===== src/source/lsu_defines.svh =====
`ifndef LSU_DEFINES_SVH
`define LSU_DEFINES_SVH

// Address widths
`define LSU_VADDR_W 32
`define LSU_PAGE_W 8 // 256-byte pages
`define LSU_PADDR_W 12 // Covers the 4 KB RAM

// Data RAM depth in 32-bit words
`define LSU_RAM_WORDS 1024

// Direct-mapped TLB size
`define LSU_TLB_ENTRIES 8

// Pending stores
`define LSU_SB_DEPTH 4

`endif


===== src/source/lsu_tlb.sv =====
`include "lsu_defines.svh"

module lsu_tlb (
  input  logic                                i_clk,
  input  logic                                i_reset_n,
  input  logic                                i_wr_valid,
  input  logic [`LSU_VADDR_W-`LSU_PAGE_W-1:0] i_wr_vpn,
  input  logic [`LSU_PADDR_W-`LSU_PAGE_W-1:0] i_wr_ppn,
  input  logic [`LSU_VADDR_W-`LSU_PAGE_W-1:0] i_lookup_vpn,
  output logic                                o_hit,
  output logic [`LSU_PADDR_W-`LSU_PAGE_W-1:0] o_ppn
);

  localparam int VPN_W = `LSU_VADDR_W - `LSU_PAGE_W;
  localparam int PPN_W = `LSU_PADDR_W - `LSU_PAGE_W;
  localparam int IDX_W = $clog2(`LSU_TLB_ENTRIES);
  localparam int TAG_W = VPN_W - IDX_W;

  logic [`LSU_TLB_ENTRIES-1:0] r_valid;
  logic [TAG_W-1:0]            r_tag [`LSU_TLB_ENTRIES];
  logic [PPN_W-1:0]            r_ppn [`LSU_TLB_ENTRIES];

  logic [IDX_W-1:0] w_wr_idx;
  logic [IDX_W-1:0] w_lk_idx;

  assign w_wr_idx = i_wr_vpn[IDX_W-1:0];
  assign w_lk_idx = i_lookup_vpn[IDX_W-1:0];

  always_ff @(posedge i_clk, negedge i_reset_n) begin
    if (!i_reset_n) begin
      r_valid <= '0;
    end else if (i_wr_valid) begin
      r_valid[w_wr_idx] <= 1'b1;
    end
  end

  always_ff @(posedge i_clk) begin
    if (i_wr_valid) begin
      r_tag[w_wr_idx] <= i_wr_vpn[VPN_W-1:IDX_W]; // Fill overwrites
      r_ppn[w_wr_idx] <= i_wr_ppn;
    end
  end

  // Same-cycle lookup
  assign o_hit = r_valid[w_lk_idx] && (r_tag[w_lk_idx] == i_lookup_vpn[VPN_W-1:IDX_W]);
  assign o_ppn = r_ppn[w_lk_idx];

endmodule


===== config.mk =====
export PLATFORM = sky130hd
export DESIGN_NAME = lsu_tlb
export DESIGN_NICKNAME = d
export VERILOG_FILES = /design/src/source/lsu_tlb.sv
export VERILOG_INCLUDE_DIRS = /design/src /design/src/source
export SDC_FILE = /design/constraint.sdc
export NUM_CORES = 1
export LEC_CHECK = 0
export ABC_AREA = 1
export ABC_CLOCK_PERIOD_IN_PS = 1400
export BUFFER_PORTS_ARGS = -buffer_cell sky130_fd_sc_hd__buf_2
export CORE_ASPECT_RATIO = 0.7
export CORE_MARGIN = 4
export CORE_UTILIZATION = 35
export DETAILED_ROUTE_END_ITERATION = 8
export SETUP_SLACK_MARGIN = 0.5
export SYNTH_ARGS = -nofsm -noshare
export SYNTH_HDL_FRONTEND = slang
export SYNTH_SLANG_ARGS = --single-unit

===== constraint.sdc =====
create_clock -name i_clk -period 1.4 [get_ports i_clk]
set_input_delay 0 -clock i_clk [delete_from_list [all_inputs] [get_ports i_clk]]
set_output_delay 0 -clock i_clk [all_outputs]
set_load 0.01 [all_outputs]

* Word-level counts from Yosys, hierarchy flattened
Memories as Yosys holds them, arrays and structs flattened.
Cells that the tools add are included.
W data, S select, Z words.
** Storage, ports and cells
- Register bits :: 8
- RAM bits :: 200
- Output and inout port bits :: 5
- Word-level logic and storage cells :: 16
- Memories kept :: 2
** Memory list
- r_tag :: depth 8, width 21, rd ports 1, clocked after Yosys merged registers in 0, write ports 1, RTL line lsu_tlb.sv:20 : logic [TAG_W-1:0] r_tag [`LSU_TLB_ENTRIES];
- r_ppn :: depth 8, width 4, rd ports 1, clocked after Yosys merged registers in 0, write ports 1, RTL line lsu_tlb.sv:21 : logic [PPN_W-1:0] r_ppn [`LSU_TLB_ENTRIES];
** Cells by class
- Magnitude comparators :: 3
- Equality and inequality tests :: 1
- Multiplexer cells :: 6
- Bitwise logic cells :: 1
- Reduce and logical (&&, ||, !) cells :: 2
** Operators by type and width (count)
- $eq A21 B21 Y1 :: 1
- $lt A3 B4 Y1 const B :: 2
- $or A8 B8 Y8 :: 1
- $mux W1 :: 4
- $bmux W1 S3 :: 1
- $demux W1 S3 :: 1
- $ge A3 B1 Y1 const B :: 1
- $logic_and A1 B1 Y1 :: 2

* Depth between registers and ports, before layout
- Word-level depth :: 5
- Mapped depth :: 15
- Depth with buffers taken out :: 13

* Worst setup path after synthesis
Ideal clock, no wire load.
- Path type :: input to register
- Start :: input i_wr_vpn[0]
- End :: memory r_ppn[0][0] (netlist bit) (enable)
- Data arrival time :: 1.257 ns
- Required time :: 0.993 ns
- Slack :: -0.264 ns
- Stages on the path :: 3
- Path buffers :: 0
- Cell sequence :: inv_1 > nand2_1 > nor2_1
** RTL lines
- start: declaration :: RTL line lsu_tlb.sv:7 : input logic [`LSU_VADDR_W-`LSU_PAGE_W-1:0] i_wr_vpn,
- end: declaration :: RTL line lsu_tlb.sv:21
Straight into the memory's write port.

* Worst setup path in the final report
- Start :: memory r_tag[2][7] (netlist bit)
- End :: output o_hit
** On the way
- Word-level cells in the longest chain between the ends :: 3
** RTL lines
- start: declaration :: RTL line lsu_tlb.sv:20
- $mem_v2 Z8 W21
- $eq A21 B21 Y1 :: RTL line lsu_tlb.sv:45 : assign o_hit = r_valid[w_lk_idx] && (r_tag[w_lk_idx] == i_lookup_vpn[VPN_W-1:IDX_W]);
- $logic_and A1 B1 Y1 :: RTL line lsu_tlb.sv:45
- end: declaration :: RTL line lsu_tlb.sv:10 : output logic o_hit,
Every way passes these cells.

==> results_dict.tcl <==
set metrics [dict create \
    ir_drop_mv 0.697 \
    core_area_um2 25000 \
    ios 60 \
    avgViaCountPerCell 4.72 \
    critPathCaptureType "output pin" \
    rsz0062_at_grt "true" \
    finalHoldViolations 0 \
    first_iter_violations 421 \
    cp.required_ns 1.40 \
    crit_top_cell "nand2_1" \
    gp_congestion 0.812 \
    ys_types 21 \
    arrival_ns 2.12 \
    p_leak_nw 4.65 \
    final_area_um2 11300 \
    period_minus_slack_ns 2.12 \
    syn_area_um2 9010 \
    syn_inst 864 \
    min_period_over_period 1.51 \
    clock_skew_ns 0 \
    initial_core_util 0.361 \
    ys_warn_count 0 \
    portBuffers 59 \
    worst_slack_ns -0.717 \
    violations "setup timing" \
    avgRoutedWirePerCell_um 16.7 \
    clk_latency_ns 0.48 \
    start_kind "flip-flop" \
    cts_tree "built" \
    dp_hpwl_um 14000 \
    layout_common_cells "nand2_1 (242), edfxtp_1 (200), inv_1 (104)" \
    postCtsSetupBuffers 0 \
    power_mw 13.7 \
    synth-seq-area-share 0.688 \
    maxCapViolCount 0 \
    cts-htree-levels 1 \
    grt_remaining_overflow 0 \
    setup_violations 4 \
    grt_pass1_wl_um 35200 \
    syn_avg_cell_area_um2 10.4 \
    setup_tns_ns -0.777 \
    die_area_um2 28400 \
    grt_max_degree 29 \
    grt_pass1_vias 6095 \
    synthesis.nets 919 \
    max_freq_mhz 472 \
    drive_gt1_frac 0.193 \
    cp_cell_sequence "inv_1 > nand2_1 > nand3_1 > nand3_2 > nand3b_1 > nand2_1 > nor2_1 > nand2_1 > nor2_2 > nand2_4 > nor2_4 > buf_6" \
    ant_nets 0 \
    status "finished with violations" \
    path_clk_slew_ns 0.06 \
    hp-class "primary input to flip-flop" \
    die_x_um 200 \
    postPlaceCellArea_um2 10300 \
    nets 1043 \
    rows 48 \
    synth_seq_cells 208 \
    areaGrowthSynthToFinish_pct 25.7 \
    ctsRootBufferMaster "clkbuf_16" \
    num_vias 6267 \
    antenna_found_initial 1 \
    wl_um 22200 \
    clockBufferDepth 3 \
    critPathMaxStageDelay_ns 0.37 \
    cp_max_fo 2 \
    worst_pin_slew_ns 0.383 \
    cts.sinks 208 \
    slew_headroom 0.744 \
    final_common_cell "nand2_1" \
    worst-path-buf-inv 2 \
    drv_slew 0 \
    fp.dieH_um 142 \
    post-place-ws_ns -0.572 \
    grt_usage 0.159 \
    whs_ns 0.0276 \
    slowest_stage "edfxtp_1" \
    cts_made_buffers 21 \
    drc 0 \
    cellPowerDensity_nw_per_um2 1210 \
    path_delay_family "simple AND/OR/NAND/NOR gates" \
    fillerInstances 2331 \
    path_class "flip-flop to output pin" \
    drtPass1Iterations 4 \
]
[synthesized netlist by cell type]
master,number,share of area
nand2_1,260,0.11
edfxtp_1,200,0.67
inv_1,107,0.045
nand3_1,89,0.049
nor2_1,87,0.036
o21ai_0,35,0.019
buf_2,18,0.010
nand3b_1,10,0.0083
dfrtp_1,8,0.022
buf_6,7,0.0087
clkbuf_1,7,0.0029
o21ai_1,7,0.0039
a21oi_1,6,0.0033
buf_4,6,0.0050
a31oi_1,4,0.0028
o22ai_1,4,0.0028
or2_2,4,0.0028
o211ai_1,2,0.0017
buf_1,1,0.00042
inv_2,1,0.00042
inv_4,1,0.00069
[cell families after synthesis]
| logic type | share of synthesized area |
|---|---|
| flip-flops | 0.688 |
| buffers and inverters | 0.0727 |
| AO/OA/AOI/OAI | 0.0339 |
| AND/OR/NAND/NOR | 0.205 |
[sequential cells by signal (all words and copies together) (netlist names)]
| register | cells |
|---|---|
| r_ppn | 32 |
| r_tag | 168 |
| r_valid | 8 |
[metal layers]
| layer | vias to the layer above | share of wire | global-route usage |
|---|---|---|---|
| li1 | 3092 | - | - |
| met1 | 2966 | 0.48 | 0.244 |
| met2 | 167 | 0.44 | 0.241 |
| met3 | 40 | 0.057 | 0.0244 |
| met4 | 2 | 0.018 | 0.0314 |
| met5 | - | 0.00054 | 0 |
[power by group]
part / total, mW / internal [mW] / leakage, nW / switching (mW)
Sequential: 7.07 / 7.03 / 1.89 / 0.0456
Clock: 5.29 / 3.05 / 0.308 / 2.24
Combinational: 1.33 / 0.510 / 2.46 / 0.815
[repair_timing]
action | CTS | global route
pin swaps | 13 | 28
resized for setup | 17 | 27
endpoints found under the setup margin | 5 | 5
hold endpoints to repair | 212 | 0
hold buffers | 30 | 0
[per-stage QoR]
step / util / std cells
finish: 0.454 / 1327
global route: 0.454 / 1326
CTS: 0.450 / 1326
detailed placement: 0.411 / 1260
global placement: 0.411 / 1260
floorplan: - / 864
[worst paths after layout]
kind,startpoint,endpoint,slack (ns),depth (start not counted)
min,i_wr_vpn[2],r_valid[0]$_DFFE_PN0P_,0.03,4
min in group asynchronous,i_reset_n,r_valid[5]$_DFFE_PN0P_,0.50,3
min reg2reg,r_valid[0]$_DFFE_PN0P_,r_valid[0]$_DFFE_PN0P_,0.47,2
max in group asynchronous,i_reset_n,r_valid[6]$_DFFE_PN0P_,0.63,3
max,r_tag[2][7]$_DFFE_PP_,o_hit,-0.72,12
max reg2reg,r_valid[5]$_DFFE_PN0P_,r_valid[5]$_DFFE_PN0P_,0.61,1
[final cells by class]
cell class,count,area [µm²],share of cell area
Inverter,109,460,0.0406
Timing Repair Buffer,140,1190,0.105
Antenna cell,1,2.50,0.000221
Multi-Input combinational cell,508,2430,0.214
Tap cell,325,407,0.0359
Sequential cell,208,6210,0.548
Clock buffer,29,576,0.0508
Clock inverter,7,62.6,0.00552
Note: power is estimated with default switching activity, not from simulation.
