File: src/source/lsu_defines.svh
`ifndef LSU_DEFINES_SVH
`define LSU_DEFINES_SVH

// Address widths
`define LSU_VADDR_W 32
`define LSU_PAGE_W 8 // 256-byte pages
`define LSU_PADDR_W 12 // Covers the 4 KB RAM

// Data RAM depth in 32-bit words
`define LSU_RAM_WORDS 1024

// Direct-mapped TLB size
`define LSU_TLB_ENTRIES 8

// Pending stores
`define LSU_SB_DEPTH 4

`endif

File: src/source/lsu_pkg.sv
`include "lsu_defines.svh"

package lsu_pkg;

  // Memory operations, decoded in EX0
  typedef enum logic [3:0] {
    OP_LB,
    OP_LH,
    OP_LW,
    OP_LBU,
    OP_LHU,
    OP_SB,
    OP_SH,
    OP_SW,
    OP_ILLEGAL
  } lsu_op_t;

  // Completion fault codes
  typedef enum logic [1:0] {
    FLT_NONE,
    FLT_PAGE_MISS,
    FLT_MISALIGN,
    FLT_ILLEGAL
  } lsu_fault_t;

  // One pending store, word addressed
  typedef struct packed {
    logic [`LSU_PADDR_W-3:0] addr;
    logic [3:0]              mask; // Byte enables
    logic [31:0]             data;
  } lsu_sb_entry_t;

endpackage

File: src/source/lsu_store_buffer.sv
`include "lsu_defines.svh"

module lsu_store_buffer
  import lsu_pkg::*;
#(
  parameter int DEPTH = 4
)
(
  input  logic                    i_clk,
  input  logic                    i_reset_n,
  input  logic                    i_push,
  input  logic [`LSU_PADDR_W-3:0] i_push_addr,
  input  logic [3:0]              i_push_mask,
  input  logic [31:0]             i_push_data,
  input  logic [`LSU_PADDR_W-3:0] i_fwd_addr,
  output logic                    o_full,
  output logic [3:0]              o_fwd_mask,
  output logic [31:0]             o_fwd_data,
  output logic                    o_ram_wr_en,
  output logic [`LSU_PADDR_W-3:0] o_ram_wr_addr,
  output logic [3:0]              o_ram_wr_mask,
  output logic [31:0]             o_ram_wr_data
);

  localparam int PTR_W = $clog2(DEPTH);
  localparam int CNT_W = $clog2(DEPTH + 1);

  lsu_sb_entry_t    r_entries [DEPTH];
  logic [PTR_W-1:0] r_head;
  logic [PTR_W-1:0] r_tail;
  logic [CNT_W-1:0] r_count;
  logic             w_pop;

  function automatic logic [PTR_W-1:0] ptr_inc(input logic [PTR_W-1:0] p);
    return (p == PTR_W'(DEPTH - 1)) ? '0 : p + 1'b1;
  endfunction

  assign o_full = (r_count == CNT_W'(DEPTH));
  assign w_pop  = (r_count != '0); // Drain every cycle while non-empty

  always_ff @(posedge i_clk, negedge i_reset_n) begin
    if (!i_reset_n) begin
      r_head  <= '0;
      r_tail  <= '0;
      r_count <= '0;
    end else begin
      if (i_push) r_tail <= ptr_inc(r_tail);
      if (w_pop) r_head <= ptr_inc(r_head);
      r_count <= r_count + CNT_W'(i_push) - CNT_W'(w_pop);
    end
  end

  always_ff @(posedge i_clk) begin
    if (i_push) begin
      r_entries[r_tail] <= '{addr: i_push_addr, mask: i_push_mask, data: i_push_data};
    end
  end

  assign o_ram_wr_en   = w_pop;
  assign o_ram_wr_addr = r_entries[r_head].addr;
  assign o_ram_wr_mask = r_entries[r_head].mask;
  assign o_ram_wr_data = r_entries[r_head].data;

  // Oldest to youngest, so later matches overwrite earlier bytes
  always_comb begin
    logic [PTR_W:0]   pos;
    logic [PTR_W-1:0] slot;
    o_fwd_mask = '0;
    o_fwd_data = '0;
    for (int i = 0; i < DEPTH; i++) begin
      pos = {1'b0, r_head} + (PTR_W+1)'(i);
      if (pos >= (PTR_W+1)'(DEPTH)) pos = pos - (PTR_W+1)'(DEPTH);
      slot = pos[PTR_W-1:0];
      if ((CNT_W'(i) < r_count) && (r_entries[slot].addr == i_fwd_addr)) begin
        for (int b = 0; b < 4; b++) begin
          if (r_entries[slot].mask[b]) begin
            o_fwd_mask[b]        = 1'b1;
            o_fwd_data[8*b +: 8] = r_entries[slot].data[8*b +: 8];
          end
        end
      end
    end
  end

  // The pipe must hold a store in EX2 while the buffer is full
  a_no_push_full: assert property (@(posedge i_clk) disable iff (!i_reset_n)
    !(i_push && o_full));

endmodule

File: config.mk
export PLATFORM = sky130hd
export DESIGN_NAME = lsu_store_buffer
export DESIGN_NICKNAME = d
export VERILOG_FILES = /design/src/source/lsu_pkg.sv /design/src/source/lsu_store_buffer.sv
export VERILOG_INCLUDE_DIRS = /design/src /design/src/source
export SDC_FILE = /design/constraint.sdc
export NUM_CORES = 1
export LEC_CHECK = 0
export BUFFER_PORTS_ARGS = -buffer_cell sky130_fd_sc_hd__buf_4
export CORE_ASPECT_RATIO = 0.8
export CORE_UTILIZATION = 64
export DETAILED_ROUTE_END_ITERATION = 10
export PLACE_DENSITY = 0.84
export SLEW_MARGIN = 20
export SYNTH_ARGS = -nofsm -noshare
export SYNTH_HDL_FRONTEND = slang
export SYNTH_SLANG_ARGS = --single-unit
File: constraint.sdc
create_clock -name i_clk -period 6.7 [get_ports i_clk]
set_input_delay 1.34 -clock i_clk [delete_from_list [all_inputs] [get_ports i_clk]]
set_output_delay 1.34 -clock i_clk [all_outputs]
set_load 0.1 [all_outputs]
### After elaboration in Yosys (flattened, before gate mapping)

Memory sizes are Yosys's and may differ from the RTL's.
Index checks and enable logic that the tools add are counted.

| storage, ports and cells | value |
|---|---|
| register bits | 7 |
| bits in writable memories | 184 |
| bits of input ports | 59 |
| output and inout bits | 84 |
| word-level logic and storage cells | 83 |
| memories kept | 1 |

Memory list:

| name | depth | bits a word | read ports | clocked after Yosys merged registers in | wr ports | line | source |
|---|---|---|---|---|---|---|---|
| r_entries | 4 | 46 | 5 | 0 | 1 | lsu_store_buffer.sv:28 | `lsu_sb_entry_t r_entries [DEPTH];` |

| operators by class | value |
|---|---|
| add/sub/neg operators | 11 |
| magnitude comparators | 8 |
| eq/ne operators | 7 |
| muxes and demuxes | 48 |
| reductions and logical operators | 5 |

Operators with widths:

| operator | count |
|---|---|
| $mux 32 | 4 |
| $mux 8 | 16 |
| $eq 10x10->1 | 4 |
| $mux 1 | 18 |
| $mux 4 | 4 |
| $mux 2 | 6 |
| $ge 3x3->1 const B | 3 |
| $sub 2x1->2 const B | 4 |
| $add 2x2->3 const B | 2 |
| $lt 1x3->1 const A | 2 |
| $lt 2x3->1 const A | 2 |
| $add 2x1->2 const B | 2 |
| $eq 2x2->1 const B | 2 |
| $logic_and 1x1->1 | 4 |
| $add 2x1->3 const B | 1 |
| $add 3x1->3 | 1 |
| $eq 3x3->1 const B | 1 |
| $ge 2x3->1 const B | 1 |
| $reduce_bool 3->1 | 1 |
| $sub 3x1->3 | 1 |

### Longest topological paths before layout

An unclocked memory read counts as a cell.

| depth | value |
|---|---|
| depth after elaboration | 12 |
| mapped depth | 13 |
| depth with buffers taken out | 9 |

### Worst setup path after synthesis

No wires, ideal clock.

| path | value |
|---|---|
| path kind | register to output |
| start point | register r_head[0] |
| end point | output port o_fwd_data[24] |
| arrival time | 5.119 ns |
| setup slack | 0.241 ns |
| cell stages (with the launch flop) | 13 |
| path through | dfrtp_1 -> buf_6 -> buf_12 -> buf_8 -> buf_6 -> buf_4 -> buf_4 -> buf_2 -> buf_2 -> mux2i_1 -> a21oi_1 -> nand4_1 -> a21oi_1 |

| on the way | value |
|---|---|
| longest elaborated chain between the ends | 12 |
| elaborated cells between the ends (all ways) | 32 |
| classes of those cells | add/sub: 7; order compare: 4; eq/ne: 4; mux: 12; reduce/logical: 4; memory: 1 |

Ends and longest elaborated chain:

| what | line | source |
|---|---|---|
| start: declaration | lsu_store_buffer.sv:29 | `logic [PTR_W-1:0] r_head;` |
| start signal: assignment | lsu_store_buffer.sv:48 | `if (w_pop) r_head <= ptr_inc(r_head);` |
| branches (longest 2 deep; another with $add 2x1->3) | - |  |
| $mem_v2 4x46 (*) | - |  |
| $eq 10x10->1 | lsu_store_buffer.sv:74 | `if ((CNT_W'(i) < r_count) && (r_entries[slot].addr == i_fwd_addr)) begin` |
| $logic_and 1x1->1 | lsu_store_buffer.sv:74 |  |
| $mux 32 | lsu_store_buffer.sv:74 |  |
| $mux 8 | lsu_store_buffer.sv:76 | `if (r_entries[slot].mask[b]) begin` |
| $mux 32 | lsu_store_buffer.sv:74 |  |
| $mux 8 | lsu_store_buffer.sv:76 |  |
| $mux 32 | lsu_store_buffer.sv:74 |  |
| $mux 8 | lsu_store_buffer.sv:76 |  |
| $mux 32 (*) | lsu_store_buffer.sv:74 |  |
| end: declaration | lsu_store_buffer.sv:18 | `output logic [31:0] o_fwd_data,` |

Mark *: on every way between the ends.

### Worst setup path after layout

| path | value |
|---|---|
| start point | register r_head[0] |
| end point | output port o_fwd_data[25] |

The elaborated chain is that of the path after synthesis.

==> flow_summary_export.csv <==
group,metric,value,unit
cells_and_area,fin_area,0.01382,mm²
timing,worst_pin_slew,956.0,ps
clocking,numCtsBuffers,17,
place,portBuffers,142,
global_route,grt_overflow,0,
timing,min_period,6331,ps
global_route,grt_pass1_wl,46890,µm
logic_synthesis,ys_seq_elements,191,
setup_path,crit_arrival,4990,ps
timing,finClkSkew,10.13,ps
logic_synthesis,yosysSeqAreaShare,47.12,%
clocking,cts_resized,0,
global_route,grt_max_degree,78,
clocking,clockRootBuffer,"clkbuf_16",
logic_synthesis,yosysTopAreaCell,"edfxtp_1",
clocking,cts_htree_levels,4,
global_route,first_global_vias,8508,
clocking,worstSkewPairLatency,440,ps
drt,vias,8718,
drt,drc,0,
timing,fmax,158.0,MHz
floorplan,dieArea,0.01946,mm²
logic_synthesis,yosysWarnings,0,
place,gp_congestion,0.8309,
setup_path,cp.required,5360,ps
floorplan,die_y,125.0,µm
drt,wirelength,29960,µm
floorplan,core-area,0.01833,mm²
timing,slew_headroom,36.27,%
logic_synthesis,synth_edf_count,184,
clocking,cts_tree,"yes",
cells_and_area,final_core_util,75.36,%
clocking,cts_num_sinks,191,
logic_synthesis,ys_async_sr_fraction,3.665,%
timing,slew_viol_final,0,
cells_and_area,final_layout_size_suffix_gt1_share,34.69,%
drt,first_iter_violations,945,
timing,hold_viol,0,
cells_and_area,finalNonFillerCells,1262,
worst_hold_path,hp-class,"flop to flop",
floorplan,num_io_pins,143,
cells_and_area,num_antenna_cells,0,
status,outcome,"finished clean",
setup_path,rrSetupSlack,4500,ps
logic_synthesis,synth_cell_types,59,
place,post_dp_cell_area,0.01324,mm²
place,place_inst,1230,
setup_path,crit_type,"flop to output port",
floorplan,die_w,155.7,µm
worst_hold_path,holdPathStages,3,
logic_synthesis,ys.flop_type,"edfxtp_1",
timing,fin_tns_setup,0,ps
logic_synthesis,syn-num-nets,955,
drt,firstDrtPassIters,5,
drt,vias_per_cell,6.908,
logic_synthesis,ys_top_cells_by_area,"edfxtp_1 46%, mux4_2 20%, mux2i_1 4.5%",
clocking,post_cts_buffers,0,
setup_path,crit_path_end_kind,"output port",
setup_path,ff2ff_path_depth,8,
clocking,hold_buffers,0,
cells_and_area,area_growth,14.20,%
setup_path,cp_max_fo,51,
global_route,grt_use_total,32.12,%
setup_path,startpoint_type,"flop",
timing,finalCritPeriodShare,94.49,%
clocking,path_clk_slew,70,ps
place,dpl.hpwl,19370,µm
cells_and_area,nets,1065,
timing,setup_viol,0,
logic_synthesis,netlist_area,0.01210,mm²
timing,rsz0062_at_grt,"false",
drt,ant_nets,0,
drt,routedWlPerCell,23.74,µm
logic_synthesis,syn_area_per_cell,13.65,µm²
logic_synthesis,postSynthCellCount,886,
clocking,clock_path_buffers,2,
logic_synthesis,synth_top_area_share,45.67,%
floorplan,num_rows,44,
global_route,antenna_found_initial,0,
floorplan,start_util,65.99,%
run,drv_cap,0,
[layer usage]
metal	global-route usage [%]	wire length [µm]	part of all wire, %
met1	44.92	11760	39
met3	5.789	2771	9.2
met4	11.13	682	2.3
met2	51.44	14750	49
met5	0	0	0
[worst paths after layout]
| kind | from | end |
|---|---|---|
| worst max-delay path | r_head[0] | o_fwd_data[25] |
| worst min-delay path | r_tail[0] | r_tail[0] |
| max in group asynchronous | i_reset_n | r_head[0] |
| min in group asynchronous | i_reset_n | r_head[1] |
| worst min register to register | r_tail[0] | r_tail[0] |
| worst max register to register | r_count[0] | r_count[2] |
[metrics by stage]
step	hold WS (ps)	setup slack, ps
global placement	581.1	885.7
CTS	607.9	325.3
floorplan	557.3	241.2
detailed placement	593.7	760.0
global route	662.2	15.14
finish	606.3	369.1
[cell type report]
| class | instances | area (µm²) |
|---|---|---|
| Multi-Input combinational cell | 605 | 5961 |
| Timing Repair Buffer | 154 | 1156 |
| Inverter | 27 | 101.3 |
| Clock buffer | 19 | 432.9 |
| Fill cell | 1119 | 4517 |
| Sequential cell | 191 | 5708 |
| Clock inverter | 13 | 140.1 |
| Tap cell | 253 | 316.6 |
[state kept, by name (all words and copies together) (netlist names)]
register and flops:
r_count 3, r_entries 184, r_head 2, r_tail 2
[worst max-delay path, stage by stage (launching register included)]
cell       delay (ps)
dfrtp_4           930
ha_4              680
buf_4             630
mux4_2            570
and2_1            180
nand4_1            90
o2111ai_1         340
o311ai_1          480
o221a_1           280
buf_4             300
[cell usage after synthesis (9+ instances only)]
library cell    n
edfxtp_1      184
mux4_2        107
a21oi_1        83
nor2_1         75
mux2i_1        54
nand3_1        39
mux2_2         33
inv_1          26
o22ai_1        24
clkbuf_1       23
and2_1         21
xor2_1         20
buf_2          18
nand2_1        18
xnor2_1        18
o21a_1         16
nand4_1        14
ha_1            9
[cells by family (layout without fill, tap and decap cells)]
family          Yosys count  after routing  synth area share [%]
mux                     196            196                 27.65
flops                   191            191                 47.12
buf+inv                  90            213                 3.796
simple gates            203            203                 9.132
xor+xnor                 38             38                 2.751
fa+ha+maj                10             10                 1.096
compound gates          158            158                 8.460
[cells in the final DEF, fill, tap and decap left out, types with 3 or more instances in the layout]
| master | Yosys | layout |
|---|---|---|
| clkinv_4 | 0 | 5 |
| nand2_1 | 18 | 18 |
| o21a_1 | 16 | 16 |
| nand3_1 | 39 | 39 |
| ha_1 | 9 | 8 |
| dfrtp_1 | 7 | 5 |
| clkbuf_16 | 0 | 17 |
| o311ai_1 | 8 | 8 |
| xor2_1 | 20 | 20 |
| a21oi_1 | 83 | 83 |
| o21ai_0 | 3 | 3 |
| nand4_1 | 14 | 14 |
| xnor2_1 | 18 | 18 |
| and3_1 | 7 | 7 |
| mux4_2 | 107 | 107 |
| inv_1 | 26 | 26 |
| mux2_2 | 33 | 33 |
| o22ai_1 | 24 | 24 |
| and2_2 | 0 | 4 |
| edfxtp_1 | 184 | 184 |
| buf_4 | 7 | 154 |
| o221a_1 | 8 | 8 |
| mux2i_1 | 54 | 54 |
| nor2_1 | 75 | 75 |
| nand4_4 | 4 | 4 |
| and2_1 | 21 | 17 |
| nor3_1 | 5 | 4 |
Power is left out: the tool's default activity adds up to more than one toggle a clock period on the data nets, which glitch-free logic cannot reach.
