**src/source/lsu_defines.svh**
```systemverilog
`ifndef LSU_DEFINES_SVH
`define LSU_DEFINES_SVH

// Address widths
`define LSU_VADDR_W 32
`define LSU_PAGE_W 8 // 256-byte pages
`define LSU_PADDR_W 12 // Covers the 4 KB RAM

// Data RAM depth in 32-bit words
`define LSU_RAM_WORDS 1024

// Direct-mapped TLB size
`define LSU_TLB_ENTRIES 8

// Pending stores
`define LSU_SB_DEPTH 4

`endif

```
**src/source/lsu_pkg.sv**
```systemverilog
`include "lsu_defines.svh"

package lsu_pkg;

  // Memory operations, decoded in EX0
  typedef enum logic [3:0] {
    OP_LB,
    OP_LH,
    OP_LW,
    OP_LBU,
    OP_LHU,
    OP_SB,
    OP_SH,
    OP_SW,
    OP_ILLEGAL
  } lsu_op_t;

  // Completion fault codes
  typedef enum logic [1:0] {
    FLT_NONE,
    FLT_PAGE_MISS,
    FLT_MISALIGN,
    FLT_ILLEGAL
  } lsu_fault_t;

  // One pending store, word addressed
  typedef struct packed {
    logic [`LSU_PADDR_W-3:0] addr;
    logic [3:0]              mask; // Byte enables
    logic [31:0]             data;
  } lsu_sb_entry_t;

endpackage

```
**src/source/lsu_ctrl_decoder.sv**
```systemverilog
`include "lsu_defines.svh"

module lsu_ctrl_decoder
  import lsu_pkg::*;
(
  input  logic [31:0]             i_inst,
  output lsu_op_t                 o_op,
  output logic [`LSU_VADDR_W-1:0] o_imm
);

  localparam logic [6:0] OPC_LOAD  = 7'b0000011;
  localparam logic [6:0] OPC_STORE = 7'b0100011;

  logic [2:0] w_funct3;

  assign w_funct3 = i_inst[14:12];

  always_comb begin
    o_op  = OP_ILLEGAL;
    // I-type unless a store
    o_imm = {{(`LSU_VADDR_W-12){i_inst[31]}}, i_inst[31:20]};
    case (i_inst[6:0])
      OPC_LOAD: begin
        case (w_funct3)
          3'b000:  o_op = OP_LB;
          3'b001:  o_op = OP_LH;
          3'b010:  o_op = OP_LW;
          3'b100:  o_op = OP_LBU;
          3'b101:  o_op = OP_LHU;
          default: o_op = OP_ILLEGAL;
        endcase
      end
      OPC_STORE: begin
        o_imm = {{(`LSU_VADDR_W-12){i_inst[31]}}, i_inst[31:25], i_inst[11:7]}; // S-type
        case (w_funct3)
          3'b000:  o_op = OP_SB;
          3'b001:  o_op = OP_SH;
          3'b010:  o_op = OP_SW;
          default: o_op = OP_ILLEGAL;
        endcase
      end
      default: o_op = OP_ILLEGAL;
    endcase
  end

endmodule

```
**src/source/lsu_pipe.sv**
```systemverilog
`include "lsu_defines.svh"

module lsu_pipe
  import lsu_pkg::*;
(
  input  logic                                i_clk,
  input  logic                                i_reset_n,
  input  logic                                i_issue_valid,
  input  logic [31:0]                         i_issue_inst,
  input  logic [`LSU_VADDR_W-1:0]             i_issue_rs1_data,
  input  logic [31:0]                         i_issue_rs2_data,
  input  logic [4:0]                          i_issue_rd,
  output logic                                o_issue_ready,
  output logic                                o_wb_valid,
  output logic [4:0]                          o_wb_rd,
  output logic [31:0]                         o_wb_data,
  output lsu_fault_t                          o_wb_fault,
  input  logic                                i_wb_ready,
  output logic [`LSU_VADDR_W-`LSU_PAGE_W-1:0] o_tlb_vpn,
  input  logic                                i_tlb_hit,
  input  logic [`LSU_PADDR_W-`LSU_PAGE_W-1:0] i_tlb_ppn,
  output logic [`LSU_PADDR_W-3:0]             o_ram_rd_addr,
  input  logic [31:0]                         i_ram_rd_data,
  output logic                                o_sb_push,
  output logic [`LSU_PADDR_W-3:0]             o_sb_addr,
  output logic [3:0]                          o_sb_mask,
  output logic [31:0]                         o_sb_data,
  input  logic                                i_sb_full,
  output logic [`LSU_PADDR_W-3:0]             o_fwd_addr,
  input  logic [3:0]                          i_fwd_mask,
  input  logic [31:0]                         i_fwd_data
);

  logic                    r_ex0_valid, r_ex1_valid, r_ex2_valid;
  logic [31:0]             r_ex0_inst;
  logic [`LSU_VADDR_W-1:0] r_ex0_rs1, r_ex1_rs1;
  logic [31:0]             r_ex0_rs2, r_ex1_rs2, r_ex2_rs2;
  logic [4:0]              r_ex0_rd, r_ex1_rd, r_ex2_rd;
  lsu_op_t                 w_ex0_op, r_ex1_op, r_ex2_op;
  logic [`LSU_VADDR_W-1:0] w_ex0_imm, r_ex1_imm;

  logic [`LSU_VADDR_W-1:0] w_ex1_vaddr;
  logic [`LSU_PADDR_W-1:0] w_ex1_paddr, r_ex2_paddr;
  lsu_fault_t              w_ex1_fault, r_ex2_fault;
  logic                    w_ex1_misalign;

  logic        w_ex2_is_store, w_ex2_push_req;
  logic [31:0] w_ex2_merged, w_ex2_shifted, w_ex2_ld_data;
  logic        w_stall;

  // Every stage freezes together
  assign w_stall       = (o_wb_valid && !i_wb_ready) || (w_ex2_push_req && i_sb_full);
  assign o_issue_ready = !w_stall;

  always_ff @(posedge i_clk, negedge i_reset_n) begin
    if (!i_reset_n) begin
      r_ex0_valid <= 1'b0;
      r_ex1_valid <= 1'b0;
      r_ex2_valid <= 1'b0;
      o_wb_valid  <= 1'b0;
    end else if (!w_stall) begin
      r_ex0_valid <= i_issue_valid;
      r_ex1_valid <= r_ex0_valid;
      r_ex2_valid <= r_ex1_valid;
      o_wb_valid  <= r_ex2_valid;
    end
  end

  // EX0 decode
  lsu_ctrl_decoder u_decoder (
    .i_inst (r_ex0_inst),
    .o_op   (w_ex0_op),
    .o_imm  (w_ex0_imm)
  );

  // EX1 address, translation and fault priority
  assign w_ex1_vaddr = r_ex1_rs1 + r_ex1_imm;
  assign o_tlb_vpn   = w_ex1_vaddr[`LSU_VADDR_W-1:`LSU_PAGE_W];
  assign w_ex1_paddr = {i_tlb_ppn, w_ex1_vaddr[`LSU_PAGE_W-1:0]};

  always_comb begin
    case (r_ex1_op)
      OP_LH, OP_LHU, OP_SH: w_ex1_misalign = w_ex1_vaddr[0];
      OP_LW, OP_SW:         w_ex1_misalign = |w_ex1_vaddr[1:0];
      default:              w_ex1_misalign = 1'b0;
    endcase
    if (r_ex1_op == OP_ILLEGAL)  w_ex1_fault = FLT_ILLEGAL;
    else if (w_ex1_misalign)     w_ex1_fault = FLT_MISALIGN;
    else if (!i_tlb_hit)         w_ex1_fault = FLT_PAGE_MISS;
    else                         w_ex1_fault = FLT_NONE;
  end

  // While frozen, keep re-reading the EX2 word so the RAM output stays with it
  assign o_ram_rd_addr = w_stall ? r_ex2_paddr[`LSU_PADDR_W-1:2]
                                 : w_ex1_paddr[`LSU_PADDR_W-1:2];

  // EX2 load path
  assign o_fwd_addr = r_ex2_paddr[`LSU_PADDR_W-1:2];

  always_comb begin
    for (int b = 0; b < 4; b++) begin
      w_ex2_merged[8*b +: 8] = i_fwd_mask[b] ? i_fwd_data[8*b +: 8] : i_ram_rd_data[8*b +: 8];
    end
    w_ex2_shifted = w_ex2_merged >> {r_ex2_paddr[1:0], 3'b000};
    case (r_ex2_op)
      OP_LB:   w_ex2_ld_data = {{24{w_ex2_shifted[7]}}, w_ex2_shifted[7:0]};
      OP_LBU:  w_ex2_ld_data = {24'h0, w_ex2_shifted[7:0]};
      OP_LH:   w_ex2_ld_data = {{16{w_ex2_shifted[15]}}, w_ex2_shifted[15:0]};
      OP_LHU:  w_ex2_ld_data = {16'h0, w_ex2_shifted[15:0]};
      OP_LW:   w_ex2_ld_data = w_ex2_shifted;
      default: w_ex2_ld_data = 32'h0; // Stores and illegal
    endcase
  end

  // EX2 store path
  assign w_ex2_is_store = (r_ex2_op == OP_SB) || (r_ex2_op == OP_SH) || (r_ex2_op == OP_SW);
  assign w_ex2_push_req = r_ex2_valid && w_ex2_is_store && (r_ex2_fault == FLT_NONE);
  assign o_sb_push      = w_ex2_push_req && !w_stall;
  assign o_sb_addr      = r_ex2_paddr[`LSU_PADDR_W-1:2];

  always_comb begin
    case (r_ex2_op)
      OP_SB: begin
        o_sb_mask = 4'b0001 << r_ex2_paddr[1:0];
        o_sb_data = {4{r_ex2_rs2[7:0]}};
      end
      OP_SH: begin
        o_sb_mask = 4'b0011 << r_ex2_paddr[1:0];
        o_sb_data = {2{r_ex2_rs2[15:0]}};
      end
      default: begin
        o_sb_mask = 4'b1111;
        o_sb_data = r_ex2_rs2;
      end
    endcase
  end

  // Stage payloads
  always_ff @(posedge i_clk) begin
    if (!w_stall) begin
      r_ex0_inst  <= i_issue_inst;
      r_ex0_rs1   <= i_issue_rs1_data;
      r_ex0_rs2   <= i_issue_rs2_data;
      r_ex0_rd    <= i_issue_rd;
      r_ex1_op    <= w_ex0_op;
      r_ex1_imm   <= w_ex0_imm;
      r_ex1_rs1   <= r_ex0_rs1;
      r_ex1_rs2   <= r_ex0_rs2;
      r_ex1_rd    <= r_ex0_rd;
      r_ex2_op    <= r_ex1_op;
      r_ex2_paddr <= w_ex1_paddr;
      r_ex2_fault <= w_ex1_fault;
      r_ex2_rs2   <= r_ex1_rs2;
      r_ex2_rd    <= r_ex1_rd;
      o_wb_rd     <= r_ex2_rd;
      o_wb_fault  <= r_ex2_fault;
      o_wb_data   <= (r_ex2_fault == FLT_NONE) ? w_ex2_ld_data : 32'h0;
    end
  end

  a_wb_hold: assert property (@(posedge i_clk) disable iff (!i_reset_n)
    (o_wb_valid && !i_wb_ready) |=>
      (o_wb_valid && $stable(o_wb_rd) && $stable(o_wb_data) && $stable(o_wb_fault)));

endmodule

```
**config.mk**
```make
export PLATFORM = sky130hd
export DESIGN_NAME = lsu_pipe
export DESIGN_NICKNAME = d
export VERILOG_FILES = /design/src/source/lsu_pkg.sv /design/src/source/lsu_ctrl_decoder.sv /design/src/source/lsu_pipe.sv
export VERILOG_INCLUDE_DIRS = /design/src /design/src/source
export SDC_FILE = /design/constraint.sdc
export NUM_CORES = 1
export LEC_CHECK = 0
export BUFFER_PORTS_ARGS = -buffer_cell sky130_fd_sc_hd__buf_2
export CORE_MARGIN = 2
export CORE_UTILIZATION = 59
export CTS_BUF_LIST = sky130_fd_sc_hd__clkbuf_16
export CTS_CLUSTER_DIAMETER = 150
export CTS_CLUSTER_SIZE = 40
export DETAILED_ROUTE_END_ITERATION = 8
export HOLD_SLACK_MARGIN = 0.1
export PLACE_DENSITY = 0.86
export SKIP_CTS_REPAIR_TIMING = 1
export SLEW_MARGIN = 20
export SYNTH_ARGS = -nofsm -noshare
export SYNTH_HDL_FRONTEND = slang
export SYNTH_HIERARCHICAL = 1
export SYNTH_SLANG_ARGS = --single-unit
```
**constraint.sdc**
```tcl
create_clock -name i_clk -period 17.12 [get_ports i_clk]
set_clock_uncertainty 0.05 [all_clocks]
set_input_delay 2.568 -clock i_clk [delete_from_list [all_inputs] [get_ports i_clk]]
set_output_delay 2.568 -clock i_clk [all_outputs]
set_load 0.005 [all_outputs]
```
# Word level (Yosys, flattened, before mapping)
# Cells that the tools add are included.
# op_classes
reduce_logical,17
addsub,1
n_shift,3
eq_ne,19
mux,15
# op_table
cell,count
$pmux W32 S5,1
$pmux W32 S2,1
$add A32 B32 Y32,1
$mux W8,4
$shr A32 B5 Y32,1
$eq A4 B3 Y1 const B,7
$pmux W4 S5,1
$pmux W4 S2,2
$eq A4 B2 Y1 const B,3
$pmux W4 S3,1
$mux W10,1
$eq A4 B1 Y1 const B,2
$eq A7 B2 Y1 const B,1
$eq A7 B6 Y1 const B,1
$eq A3 B3 Y1 const B,2
$reduce_or A2 Y1,3
$logic_and A1 B1 Y1,5
$mux W5,1
$eq A4 B4 Y1 const B,1
$logic_not A4 Y1,1
$shl A1 B2 Y4 const A,1
$shl A2 B2 Y4 const A,1
$eq A3 B1 Y1 const B,1
$eq A3 B2 Y1 const B,1
other kinds (7),11
# word_totals
out_inout_bits,132
wordCells,77
reg_bits,284

# Longest topological paths before layout
# logic_depth
word_depth,9
ltp_mapped,10

# By module
# The synthesis kept the hierarchy.
# modules_own_cells
mod,n_inst,cells_each,area_per_inst_um2
lsu_pipe,1,902,13095.1
lsu_ctrl_decoder,1,51,402.9

# Worst setup path after synthesis
# No wires, ideal clock.
# synth_path
path_kind,input-to-output
startpoint,in i_wb_ready
endpoint,out o_ram_rd_addr[1]
t_required_ns,14.502
slack_ns,7.222
n_path_buf,1
t_arrival_ns,7.280
path_stages,4
cell_sequence,nor2b_1 -> a21oi_1 -> buf_2 -> mux2_2
# synth_via
elab_chain_cells,4
# synth_lines
item,line_no,text
"start, declared",lsu_pipe.sv:18,"input logic i_wb_ready,"
$logic_not A1 Y1,lsu_pipe.sv:52,assign w_stall = (o_wb_valid && !i_wb_ready) || (w_ex2_push_req && i_sb_full);
$logic_and A1 B1 Y1,lsu_pipe.sv:52,
$logic_or A1 B1 Y1,lsu_pipe.sv:52,
$mux W10,lsu_pipe.sv:94,assign o_ram_rd_addr = w_stall ? r_ex2_paddr[`LSU_PADDR_W-1:2]
"end, declared",lsu_pipe.sv:22,"output logic [`LSU_PADDR_W-3:0] o_ram_rd_addr,"
# No other way between the ends.

# Worst setup path in the final report
# layout_path
startpoint,in i_wb_ready
endpoint,out o_issue_ready
# layout_via
elab_chain_cells,4
# layout_lines
item,line_no,text
$logic_not A1 Y1,lsu_pipe.sv:52,
$logic_and A1 B1 Y1,lsu_pipe.sv:52,
$logic_or A1 B1 Y1,lsu_pipe.sv:52,
$logic_not A1 Y1,--,
"end, declared",lsu_pipe.sv:13,"output logic o_issue_ready,"
# No other way between the ends.

==> metrics.txt <==
outcome completed; Final #Nets 1378; critical path capture point o_issue_ready; TNS Setup 0 ns; CTS buffer count 11; CTS tree built; gr usage total between 20% and 30%; site row count 55; final setup vio count 0; min cycle time layout 6.95 ns; vias in the first global route 7706; GRT Residual Overflow 0; gpl congestion 0.933; first-pass GRT wire length 39.7 mm; share of cells above drive strength 1 between 30% and 40%; R2R setup slack roughly 14 ns; Worst-path clk slew 0.13 ns; Syn Nets 1159; worst hold slack 0.357 ns; Syn. warnings 6; initial core utilization 59.5%; clock latency on the worst-skew pair between 0.4 and 0.5 ns; Worst-Margin Slew about 0.94 ns; Initial DRT Pass Iterations 6; IO Port Bufs 305; Final Max Tran Viols 0; clock root buffer clkbuf_16; Post-DRT Antenna Nets 0; Setup CP Type in -> out; reg2reg start r_ex2_paddr[0]; die area around 0.024 sq mm; worst min path class reg -> reg; antenna violations before repair 2; final instance area roughly 0.015 sq mm; chip width 154 microns; peak supply drop 0.139 mV; Avg Cell Area, Syn 14.1 sq um; max_slew headroom 36.6%; Layout area overhead 11.9%; via count 8266; CP Launch Type input port; # fillers 1627; Max-Cap Viols 0; largest net degree at the start of global routing 79; Placed Area 0.0146 sq mm; DR iter-0 viols 621; power density over cell area 158 mW/mm^2; Final HPWL DP ~20 mm; crit path from i_wb_ready; WL/cell between 15 and 20 microns; H-tree depth 1; Worst Path Max Fanout 64; Core ar. between 0.02 and 0.025 sq mm; Die Ht 154 microns; DRC Markers 0; Synth Instances 948; worst r2r path cells 6; final worst path period share 40.6%; LEAKAGE 6.02 nW; Worst R2R End o_wb_data[17]; Fmax 144 MHz; Top-Level Pins 311; Vias per Instance 5.67; Final Hold Fails 0; crit path capture type output pin; unrepaired setup endpoints after global routing false; Netlist Area Pre-Place 0.0133 sq mm; clock sinks 299; final WL between 20 and 30 mm; Critical Path RT 14.50 ns; Worst EP arrival 4.34 ns; CTS max path bufs 3
## through the flow
stage | std cells | setup slack (ns) | util, % | power (mW)
floorplan | 948 | 7.29 | - | 1.84
global placement | 1439 | 10.20 | 65.1 | 2.00
detailed placement | 1439 | 10.13 | 65.1 | 2.04
CTS | 1456 | 10.14 | 66.5 | 2.36
global route | 1458 | 10.01 | 66.6 | 2.48
finish | 1458 | 10.17 | 66.6 | 2.35
## worst min-delay path by stage
stage                        startpoint  cells after the start            end  slack (ns)
after global placement     r_ex0_rs2[7]                      0   r_ex1_rs2[7]        0.35
after detailed placement  r_ex0_rs1[15]                      0  r_ex1_rs1[15]        0.35
after floorplan             r_ex2_rd[0]                      0     o_wb_rd[0]        0.35
after global routing        r_ex1_rd[0]                      0    r_ex2_rd[0]        0.37
after CTS                   r_ex1_rd[0]                      0    r_ex2_rd[0]        0.36
final                     r_ex1_rs2[13]                      0  r_ex2_rs2[13]        0.36
## flip-flops by register name (all words and copies together), names as in the netlist, 2 cells and up
name and flops:
r_ex2_rd 5, r_ex2_paddr 12, r_ex1_op 4, r_ex0_rd 5
r_ex2_op 4, o_wb_fault 2, r_ex2_fault 2, o_wb_rd 5
r_ex1_imm 32, r_ex1_rs2 32, o_wb_data 32, r_ex0_inst 27
r_ex1_rd 5, r_ex0_rs2 32, r_ex2_rs2 32, r_ex0_rs1 32
r_ex1_rs1 32
## placed cells by master (no fill, tap or decap), drive strengths merged, types with 16 or more instances in the layout
cell type / count
buf: 314
edfxtp: 295
nand2: 102
a21oi: 64
nor2: 48
mux2: 35
o21ai: 34
mux2i: 33
ha: 31
xnor2: 17
inv: 16
## power breakdown
group | leakage [nW] | total [mW] | switching [mW] | internal, mW
Clock | 0.174 | 0.324 | 0.202 | 0.123
Combinational | 2.77 | 0.868 | 0.513 | 0.356
Sequential | 3.08 | 1.16 | 0.0916 | 1.07
Total | 6.02 | 2.35 | 0.806 | 1.55
## worst max-delay path, stage by stage
cell     delay (ns)
buf_2          0.08
nor2b_1        0.05
a21oi_4        0.12
buf_4          0.60
buf_4          0.63
buf_2          0.22
## routing by layer
| metal | up-vias | global-route usage [%] | part of all wire [%] |
|---|---|---|---|
| met3 | 78 | 3.31 | 7.0 |
| met4 | 0 | 9.17 | 4.1 |
| met5 | - | 0 | 0 |
| li1 | 3896 | - | - |
| met2 | 420 | 38.8 | 50 |
| met1 | 3872 | 25.7 | 39 |
## area by class of cell
type	instances	area [sq um]	area share, %
timing repair buffer	314	1590	10.7
antenna	2	5.00	0.0335
multi-input combinational	530	3650	24.5
sequential	299	8960	60.0
clock inverter	6	48.8	0.327
clock buffer	11	275	1.84
inverter	11	41.3	0.276
tap	285	357	2.39
(Power assumes the default switching activity.)
